File: src/rtl/core_pkg.sv
package core_pkg;

    localparam int XLEN       = 32;
    localparam int REG_ADDR_W = 5;

    typedef logic [XLEN-1:0]       xlen_t;
    typedef logic [31:0]           inst_t;
    typedef logic [REG_ADDR_W-1:0] reg_addr_t;

    localparam xlen_t RESET_PC = 32'h8000_0000;

    // Major opcodes of the supported instructions.
    localparam logic [6:0] OPC_OP_IMM = 7'b0010011;
    localparam logic [6:0] OPC_OP     = 7'b0110011;
    localparam logic [6:0] OPC_LUI    = 7'b0110111;
    localparam logic [6:0] OPC_SYSTEM = 7'b1110011;

    localparam logic [2:0] F3_ADD = 3'b000;   // Shared by add and addi.

    typedef enum logic [2:0] {
        CMD_NONE = 3'd0,                      // Illegal or unsupported.
        CMD_ADD  = 3'd1,
        CMD_ADDI = 3'd2,
        CMD_LUI  = 3'd3,
        CMD_HALT = 3'd4
    } exu_cmd_e;

    typedef enum logic [1:0] {
        ST_RUN  = 2'd0,
        ST_HALT = 2'd1,
        ST_TRAP = 2'd2
    } ctrl_state_e;

endpackage

File: src/rtl/rf_read_if.sv
`timescale 1ns/1ps

interface rf_read_if;

    core_pkg::reg_addr_t raddr1;
    core_pkg::reg_addr_t raddr2;
    core_pkg::xlen_t     rdata1;
    core_pkg::xlen_t     rdata2;

    modport decoder (
        output raddr1,
        output raddr2,
        input  rdata1,
        input  rdata2
    );

    modport regfile (
        input  raddr1,
        input  raddr2,
        output rdata1,
        output rdata2
    );

endinterface

File: src/rtl/dec_if.sv
`timescale 1ns/1ps

interface dec_if;

    core_pkg::xlen_t     src1;
    core_pkg::xlen_t     src2;
    core_pkg::reg_addr_t des;     // Zero when nothing is written.
    core_pkg::xlen_t     imm;
    core_pkg::exu_cmd_e  command;

    modport decoder (
        output src1,
        output src2,
        output des,
        output imm,
        output command
    );

    modport execute (
        input  src1,
        input  src2,
        input  des,
        input  imm,
        input  command
    );

endinterface

File: src/rtl/core_ifu.sv
`timescale 1ns/1ps

module core_ifu (
    input  logic            clk,
    input  logic            rst_n,
    input  logic            pc_en,
    output core_pkg::xlen_t pc
);

    core_pkg::xlen_t pc_next;

    assign pc_next = pc + core_pkg::xlen_t'(4);   // Sequential fetch only.

    always_ff @(posedge clk) begin
        if (!rst_n) begin
            pc <= core_pkg::RESET_PC;
        end else if (pc_en) begin
            pc <= pc_next;
        end
    end

    // The reset vector and the step are both multiples of four.
    a_pc_aligned: assert property (
        @(posedge clk) disable iff (!rst_n)
        pc[1:0] == 2'b00
    ) else $error("pc not word aligned: %h", pc);

endmodule

File: src/rtl/core_idu.sv
`timescale 1ns/1ps

module core_idu (
    input  core_pkg::inst_t inst,
    rf_read_if.decoder      rf,
    dec_if.decoder          dec
);

    logic [6:0] opcode;
    logic [2:0] funct3;
    logic [6:0] funct7;

    core_pkg::xlen_t imm_i;
    core_pkg::xlen_t imm_u;

    logic src1_en;
    logic src2_en;
    logic write_en;

    assign opcode = inst[6:0];
    assign funct3 = inst[14:12];
    assign funct7 = inst[31:25];

    assign imm_i = {{20{inst[31]}}, inst[31:20]};   // Sign extended.
    assign imm_u = {inst[31:12], 12'b0};

    always_comb begin
        dec.command = core_pkg::CMD_NONE;
        dec.imm     = '0;
        src1_en     = 1'b0;
        src2_en     = 1'b0;
        write_en    = 1'b0;
        case (opcode)
            core_pkg::OPC_OP_IMM: begin
                if (funct3 == core_pkg::F3_ADD) begin   // addi
                    dec.command = core_pkg::CMD_ADDI;
                    dec.imm     = imm_i;
                    src1_en     = 1'b1;
                    write_en    = 1'b1;
                end
            end
            core_pkg::OPC_OP: begin
                if (funct3 == core_pkg::F3_ADD && funct7 == 7'b0) begin   // add
                    dec.command = core_pkg::CMD_ADD;
                    src1_en     = 1'b1;
                    src2_en     = 1'b1;
                    write_en    = 1'b1;
                end
            end
            core_pkg::OPC_LUI: begin
                dec.command = core_pkg::CMD_LUI;
                dec.imm     = imm_u;
                write_en    = 1'b1;
            end
            core_pkg::OPC_SYSTEM: begin
                // Only ebreak, ecall and the rest trap.
                if (inst[31:7] == {12'h001, 13'h0}) begin
                    dec.command = core_pkg::CMD_HALT;
                end
            end
            default: begin
            end
        endcase
    end

    // Unused fields are forced to zero.
    assign rf.raddr1 = src1_en ? inst[19:15] : '0;
    assign rf.raddr2 = src2_en ? inst[24:20] : '0;
    assign dec.src1  = src1_en ? rf.rdata1 : '0;
    assign dec.src2  = src2_en ? rf.rdata2 : '0;
    assign dec.des   = write_en ? inst[11:7] : '0;

endmodule

File: src/rtl/core_exu.sv
`timescale 1ns/1ps

module core_exu (
    dec_if.execute              dec,
    input  logic                wb_allow,
    output logic                wen,
    output core_pkg::reg_addr_t waddr,
    output core_pkg::xlen_t     wdata
);

    logic writes_reg;

    always_comb begin
        wdata      = '0;
        writes_reg = 1'b0;
        case (dec.command)
            core_pkg::CMD_ADD: begin
                wdata      = dec.src1 + dec.src2;   // Wraps modulo 2^32.
                writes_reg = 1'b1;
            end
            core_pkg::CMD_ADDI: begin
                wdata      = dec.src1 + dec.imm;
                writes_reg = 1'b1;
            end
            core_pkg::CMD_LUI: begin
                wdata      = dec.imm;
                writes_reg = 1'b1;
            end
            default: begin
            end
        endcase
    end

    assign wen   = writes_reg && wb_allow;   // Controller blocks writes once halted.
    assign waddr = dec.des;

endmodule

File: src/rtl/core_regfile.sv
`timescale 1ns/1ps

module core_regfile (
    input  logic                clk,
    input  logic                rst_n,
    rf_read_if.regfile          rf,
    input  logic                wen,
    input  core_pkg::reg_addr_t waddr,
    input  core_pkg::xlen_t     wdata
);

    core_pkg::xlen_t regs [32];

    always_ff @(posedge clk) begin
        if (!rst_n) begin
            regs <= '{default: '0};
        end else if (wen && waddr != '0) begin   // x0 stays zero.
            regs[waddr] <= wdata;
        end
    end

    assign rf.rdata1 = (rf.raddr1 == '0) ? '0 : regs[rf.raddr1];
    assign rf.rdata2 = (rf.raddr2 == '0) ? '0 : regs[rf.raddr2];

    a_wdata_known: assert property (
        @(posedge clk) disable iff (!rst_n)
        wen |-> !$isunknown(wdata)
    ) else $error("unknown write data to x%0d", waddr);

endmodule

File: src/rtl/core_ctrl.sv
`timescale 1ns/1ps

module core_ctrl (
    input  logic               clk,
    input  logic               rst_n,
    input  core_pkg::exu_cmd_e command,
    output logic               pc_en,
    output logic               wb_allow,
    output logic               halted,
    output logic               illegal
);

    core_pkg::ctrl_state_e state;
    core_pkg::ctrl_state_e state_next;

    logic stop_cmd;

    assign stop_cmd = (command == core_pkg::CMD_HALT) || (command == core_pkg::CMD_NONE);

    always_comb begin
        state_next = state;
        if (state == core_pkg::ST_RUN) begin
            if (command == core_pkg::CMD_HALT) begin
                state_next = core_pkg::ST_HALT;
            end else if (command == core_pkg::CMD_NONE) begin
                state_next = core_pkg::ST_TRAP;
            end
        end
    end

    always_ff @(posedge clk) begin
        if (!rst_n) begin
            state <= core_pkg::ST_RUN;
        end else begin
            state <= state_next;
        end
    end

    // PC holds on the stopping instruction itself.
    assign pc_en    = (state == core_pkg::ST_RUN) && !stop_cmd;
    assign wb_allow = (state == core_pkg::ST_RUN);
    assign halted   = (state != core_pkg::ST_RUN);
    assign illegal  = (state == core_pkg::ST_TRAP);

    // Halt and trap are sticky until reset.
    a_halt_sticky: assert property (
        @(posedge clk) disable iff (!rst_n)
        (state != core_pkg::ST_RUN) |=> (state != core_pkg::ST_RUN)
    ) else $error("controller left halt without reset");

endmodule

File: src/rtl/core_top.sv
`timescale 1ns/1ps

module core_top (
    input  logic                clk,
    input  logic                rst_n,
    output core_pkg::xlen_t     pc,
    input  core_pkg::inst_t     inst,
    output logic                commit_valid,
    output core_pkg::reg_addr_t commit_addr,
    output core_pkg::xlen_t     commit_data,
    output logic                halted,
    output logic                illegal
);

    logic                pc_en;
    logic                wb_allow;
    logic                wen;
    core_pkg::reg_addr_t waddr;
    core_pkg::xlen_t     wdata;

    rf_read_if i_rf_rd ();
    dec_if     i_dec ();

    core_ifu i_ifu (
        .clk   (clk),
        .rst_n (rst_n),
        .pc_en (pc_en),
        .pc    (pc)
    );

    core_idu i_idu (
        .inst (inst),
        .rf   (i_rf_rd.decoder),
        .dec  (i_dec.decoder)
    );

    core_exu i_exu (
        .dec      (i_dec.execute),
        .wb_allow (wb_allow),
        .wen      (wen),
        .waddr    (waddr),
        .wdata    (wdata)
    );

    core_regfile i_regfile (
        .clk   (clk),
        .rst_n (rst_n),
        .rf    (i_rf_rd.regfile),
        .wen   (wen),
        .waddr (waddr),
        .wdata (wdata)
    );

    core_ctrl i_ctrl (
        .clk      (clk),
        .rst_n    (rst_n),
        .command  (i_dec.command),
        .pc_en    (pc_en),
        .wb_allow (wb_allow),
        .halted   (halted),
        .illegal  (illegal)
    );

    // x0 writes are requested but never land.
    assign commit_valid = wen && (waddr != '0);
    assign commit_addr  = waddr;
    assign commit_data  = wdata;

endmodule

File: config.mk
export PLATFORM = sky130hd
export DESIGN_NAME = core_top
export DESIGN_NICKNAME = d
export VERILOG_FILES = /design/src/rtl/core_pkg.sv /design/src/rtl/rf_read_if.sv /design/src/rtl/dec_if.sv /design/src/rtl/core_ifu.sv /design/src/rtl/core_idu.sv /design/src/rtl/core_exu.sv /design/src/rtl/core_regfile.sv /design/src/rtl/core_ctrl.sv /design/src/rtl/core_top.sv
export SDC_FILE = /design/constraint.sdc
export NUM_CORES = 2
export LEC_CHECK = 0
export BUFFER_PORTS_ARGS = -buffer_cell sky130_fd_sc_hd__buf_2
export CAP_MARGIN = 0
export CORE_ASPECT_RATIO = 1.5
export CORE_MARGIN = 3
export CORE_UTILIZATION = 65
export DETAILED_ROUTE_END_ITERATION = 7
export GPL_TIMING_DRIVEN = 0
export PLACE_DENSITY = 0.93
export SETUP_SLACK_MARGIN = 0.1
export SYNTH_ARGS = -nofsm -noshare
export SYNTH_HDL_FRONTEND = slang
export SYNTH_SLANG_ARGS = --single-unit
export TNS_END_PERCENT = 10
File: constraint.sdc
create_clock -name clk -period 21 [get_ports clk]
set_input_delay 2.1 -clock clk [delete_from_list [all_inputs] [get_ports clk]]
set_output_delay 2.1 -clock clk [all_outputs]
set_load 0.01 [all_outputs]
==> results of run 1 <==
[cell families after synthesis]
logic type / Yosys count / share of synthesized area
and+or+nand+nor: 2174 / 0.167
xor gates and xnor gates: 52 / 0.00837
buffers and inverters: 736 / 0.0526
DFF: 1056 / 0.389
other: 1 / 0.0000689
adders and majority gates: 33 / 0.00773
muxes: 367 / 0.0975
AOI/OAI and AO/OA: 2475 / 0.278
[per-layer routing]
layer  track usage  overflow
met1         0.803         9
met2         0.944       192
met3         0.695        15
met4         0.798       148
met5         0.416         1
[per-stage QoR]
| stage | std cells | setup slack (ns) | area [um^2] | hold slack (ns) |
|---|---|---|---|---|
| floorplan | 6895 | 11.41 | 54400 | 0.430 |
| global placement | 8104 | 6.31 | 56300 | 0.445 |
| detailed placement | 8111 | 6.55 | 56400 | 0.456 |
| CTS | 8298 | 6.52 | 59900 | 0.464 |
==> results.toml, run 1 <==
[status]
status = "did not finish"
flow.stopped_at = "global routing"
stop_error = "[ERROR GRT-0116] Global routing finished with congestion. Check the congestion regions in the DRC Viewer."

[cts]
cts_root_buffer = "clkbuf_16"
cts_max_path_buffers = 3
cts-hold-fix-buffers = 0
h_tree_depth_reported_by_cts = 3
numClockSinks = 1056
postCtsResizedCells = 0
post-cts-setup-buffers = 0
cts-buffers-inserted = 100

[yosys]
yosysTopAreaCell = "dfxtp_1"
postSynthAreaPerCell_um2 = 7.89
yosys_warnings = 0
yosys-top-cells-area = "dfxtp_1, nand2_1, a21oi_1, o21ai_0, mux4_2"
post_synth_top_area_share = 0.389
synth-async-reset-ratio = 0
syn_area_um2 = 54400
dominantRegCellSynth = "dfxtp_1"
synth_edf_count = 0
ys_seq_area_frac = 0.389
leading_post_synthesis_cells_by_instance_count = "nand2_1, dfxtp_1, a21oi_1"
syn-instance-count = 6894
ys_seq_elements = 1056
synth.distinct_cells = 74
synth_most_common_cell = "nand2_1"

[floorplanning]
die_height_um = 360
ios = 106
floorplan.initialDensity = 0.658
core.rowCount = 129
die_w_um = 242

[global_routing]
grt_max_degree = 16
via_count_of_the_first_global_routing_pass = 68223
grt_remaining_overflow = 365
grt_pass1_wl_mm = 524
groute.usage.overall = 0.808

[place]
routability_cong = 1.27
post_dp_hpwl_mm = 238
port_buffers = 96
==> run 2: changes to the inputs <==
- CORE_ASPECT_RATIO: 1.5 -> not set
- CORE_UTILIZATION: 65 -> 40
- PLACE_DENSITY: 0.93 -> not set
- PLACE_DENSITY_LB_ADDON: not set -> 0.15
- SETUP_SLACK_MARGIN: 0.1 -> not set
==> run 2 against run 1 <==
  * The flow now finishes, with violations (design-rule violations, max-capacitance violations, max-slew violations)
  * Synthesized area did not move
  * Synthesized cell count did not move
==> results.toml, run 2 <==
[yosys]
postSynthAreaPerCell_um2 = 7.89
yosys-top-cells-area = "dfxtp_1, nand2_1, a21oi_1, o21ai_0, mux4_2"
synth-async-reset-ratio = 0
synth_edf_count = 0
yosys_warnings = 0
synth.distinct_cells = 74
syn_area_um2 = 54400
leading_post_synthesis_cells_by_instance_count = "nand2_1, dfxtp_1, a21oi_1"
dominantRegCellSynth = "dfxtp_1"
post_synth_top_area_share = 0.389
yosysTopAreaCell = "dfxtp_1"
ys_seq_elements = 1056
ys_seq_area_frac = 0.389
syn-instance-count = 6894
synth_most_common_cell = "nand2_1"

[timing]
rsz_0062_raised_after_global_routing = "no"
clock-skew-final_ns = 0.0498
finalSetupViolations = 0
period_share = 0.822
slew_violations = 153
postLayoutSetupSlackWorst_ns = 3.75
worst_tran_pin_value_ns = 1.67
timing.setup.tns_ns = 0
finalWorstPathRequiredPeriod_ns = 17.25
timing.max_slew.rel_slack = -0.115
hold_viol = 0
fmaxAchievable_mhz = 58.0

[worst_setup_path]
delay_of_the_slowest_critical_path_stage_ns = 1.06
critical_path_class = "input port to primary output"
crit_arrival_ns = 15.15
largest_fanout_on_the_critical_path = 10
crit_top_cell = "buf_2"
startpoint_type_of_the_worst_setup_path = "input port"
critical_path_required_ns = 18.90
critical-path-slowest-cell = "a211oi_1"
cp-end-kind = "primary output"

[floorplanning]
die_height_um = 375
floorplan.initialDensity = 0.405
die_w_um = 375
coreArea_um2 = 134000
core.rowCount = 134
design.die.area_um2 = 140000
ios = 106

[place]
port_buffers = 96
post_dp_cell_area_um2 = 57300
routability_cong = 1.14
preCtsSetupSlack_ns = 4.93
post_dp_hpwl_mm = 277

[global_routing]
via_count_of_the_first_global_routing_pass = 55330
grt_max_degree = 20
grt_pass1_wl_mm = 473
groute.usage.overall = 0.489
grt_remaining_overflow = 0
initial_antenna_violation_count = 40

[cts]
cts_tree = "yes"
h_tree_depth_reported_by_cts = 3
numClockSinks = 1056
cts-hold-fix-buffers = 0
postCtsResizedCells = 0
cts_root_buffer = "clkbuf_16"
cts_clk_pin_slew_worst_paths_ns = 0.06
post-cts-setup-buffers = 0
clk-insertion-delay-late_ns = 0.81
cts-buffers-inserted = 119
cts_max_path_buffers = 3

[power_and_ir_drop]
net_load_switching_power_w = 0.00110
netSwitchingFraction = 0.253
power_share_of_the_sequential_group = 0.459
p_per_cell_area_nw_per_um2 = 71.0
ir_drop_uv = 74.8
power.share.clock = 0.507
comb_power_share = 0.034
leakage_component_of_the_power_nw = 21.3
internal-power_w = 0.00326

[final_layout]
layout_common_cells = "nand2_1, dfxtp_1, a21oi_1, clkbuf_1, o21ai_0"
layout-drive-gt1-share = 0.0775
finish.instance_area_um2 = 61400
layout_commonest_cell = "nand2_1"
max_reg_flops = 1024
layout_top_registers = "i_regfile.regs: 1024 flops, i_ifu.pc: 30 flops, i_ctrl.state: 2 flops"
final_nets = 7189
register_with_the_most_flip_flops = "i_regfile.regs"
syn_to_final_growth_pct = 12.9

[route]
dr.first_iter.drc_count = 11400
firstDrtPassIters = 8
wl_per_cell_um = 39.8
drt.antenna.violating_nets = 0
via_to_cell_ratio = 6.90
remaining_drc_errors = 3
via_count = 62222
wl_mm = 359

[worst_hold_path]
min_path_type = "flip-flop to flip-flop"

[flow_run]
max_cap_viol_count = 17

[status]
status = "complete, but fails checks"
failed_checks = "design-rule violations, max-capacitance violations, max-slew violations"
-- run 2: worst max-delay path, delay by kind of cell --
| kind | cells | cell delay, ns |
|---|---|---|
| adders and majority gates | 2 | 0.77 |
| and+or+nand+nor | 7 | 3.26 |
| buffers and inverters | 11 | 4.54 |
| AOI/OAI and AO/OA | 10 | 4.35 |
-- run 2: per-layer routing --
metal | share of wire | track usage | vias to the layer above | routed length [um]
met1 | 0.38 | 0.616 | 30075 | 136000
met3 | 0.15 | 0.209 | 1325 | 52300
met5 | 0.00046 | 0 | - | 165
li1 | - | - | 25514 | -
met2 | 0.39 | 0.662 | 5290 | 139000
met4 | 0.088 | 0.352 | 18 | 31600
-- run 2: path summary, 6_finish.rpt --
| check | startpoint | end | slack [ns] | cells past startpoint |
|---|---|---|---|---|
| max | inst[25] | commit_data[30] | 3.75 | 30 |
| min | i_regfile.regs[740] | i_regfile.regs[740] | 0.46 | 2 |
| max reg2reg | i_regfile.regs[768] | i_regfile.regs[926] | 12.92 | 20 |
| min reg2reg | i_regfile.regs[740] | i_regfile.regs[740] | 0.46 | 2 |
-- run 2: cell families after synthesis --
kind of cell	Yosys count	share of synthesized area
AOI/OAI and AO/OA	2475	0.278
xor gates and xnor gates	52	0.00837
adders and majority gates	33	0.00773
buffers and inverters	736	0.0526
DFF	1056	0.389
muxes	367	0.0975
other	1	0.0000689
and+or+nand+nor	2174	0.167
-- run 2: final cells by class --
class | instances | area [um^2]
Clock inverter | 41 | 531
Timing Repair Buffer | 106 | 597
Inverter | 37 | 139
Buffer | 699 | 2760
Clock buffer | 174 | 3500
Multi-Input combinational cell | 5103 | 30400
Tap cell | 1768 | 2210
Antenna cell | 33 | 82.6
Sequential cell | 1056 | 21100
Fill cell | 13821 | 72900
-- run 2: power by group through the flow --
stage,combinational (W),sequential [W],clock [W]
floorplan,0.0000581,0.00205,0
global route,0.000141,0.00200,0.00227
detailed placement,0.000135,0.00205,0
finish,0.000146,0.00200,0.00221
global placement,0.000134,0.00205,0
CTS,0.000135,0.00200,0.00220
-- run 2: per-stage QoR --
| stage | utilization | hold WS (ns) | cells | power (W) |
|---|---|---|---|---|
| after floorplan | - | 0.430 | 6895 | 0.00211 |
| after global placement | 0.425 | 0.445 | 8759 | 0.00218 |
| after detailed placement | 0.426 | 0.454 | 8767 | 0.00218 |
| after CTS | 0.456 | 0.461 | 8982 | 0.00433 |
| after global routing | 0.457 | 0.484 | 8984 | 0.00441 |
| final | 0.457 | 0.461 | 9017 | 0.00436 |
Note: power is estimated with default switching activity, not from simulation.
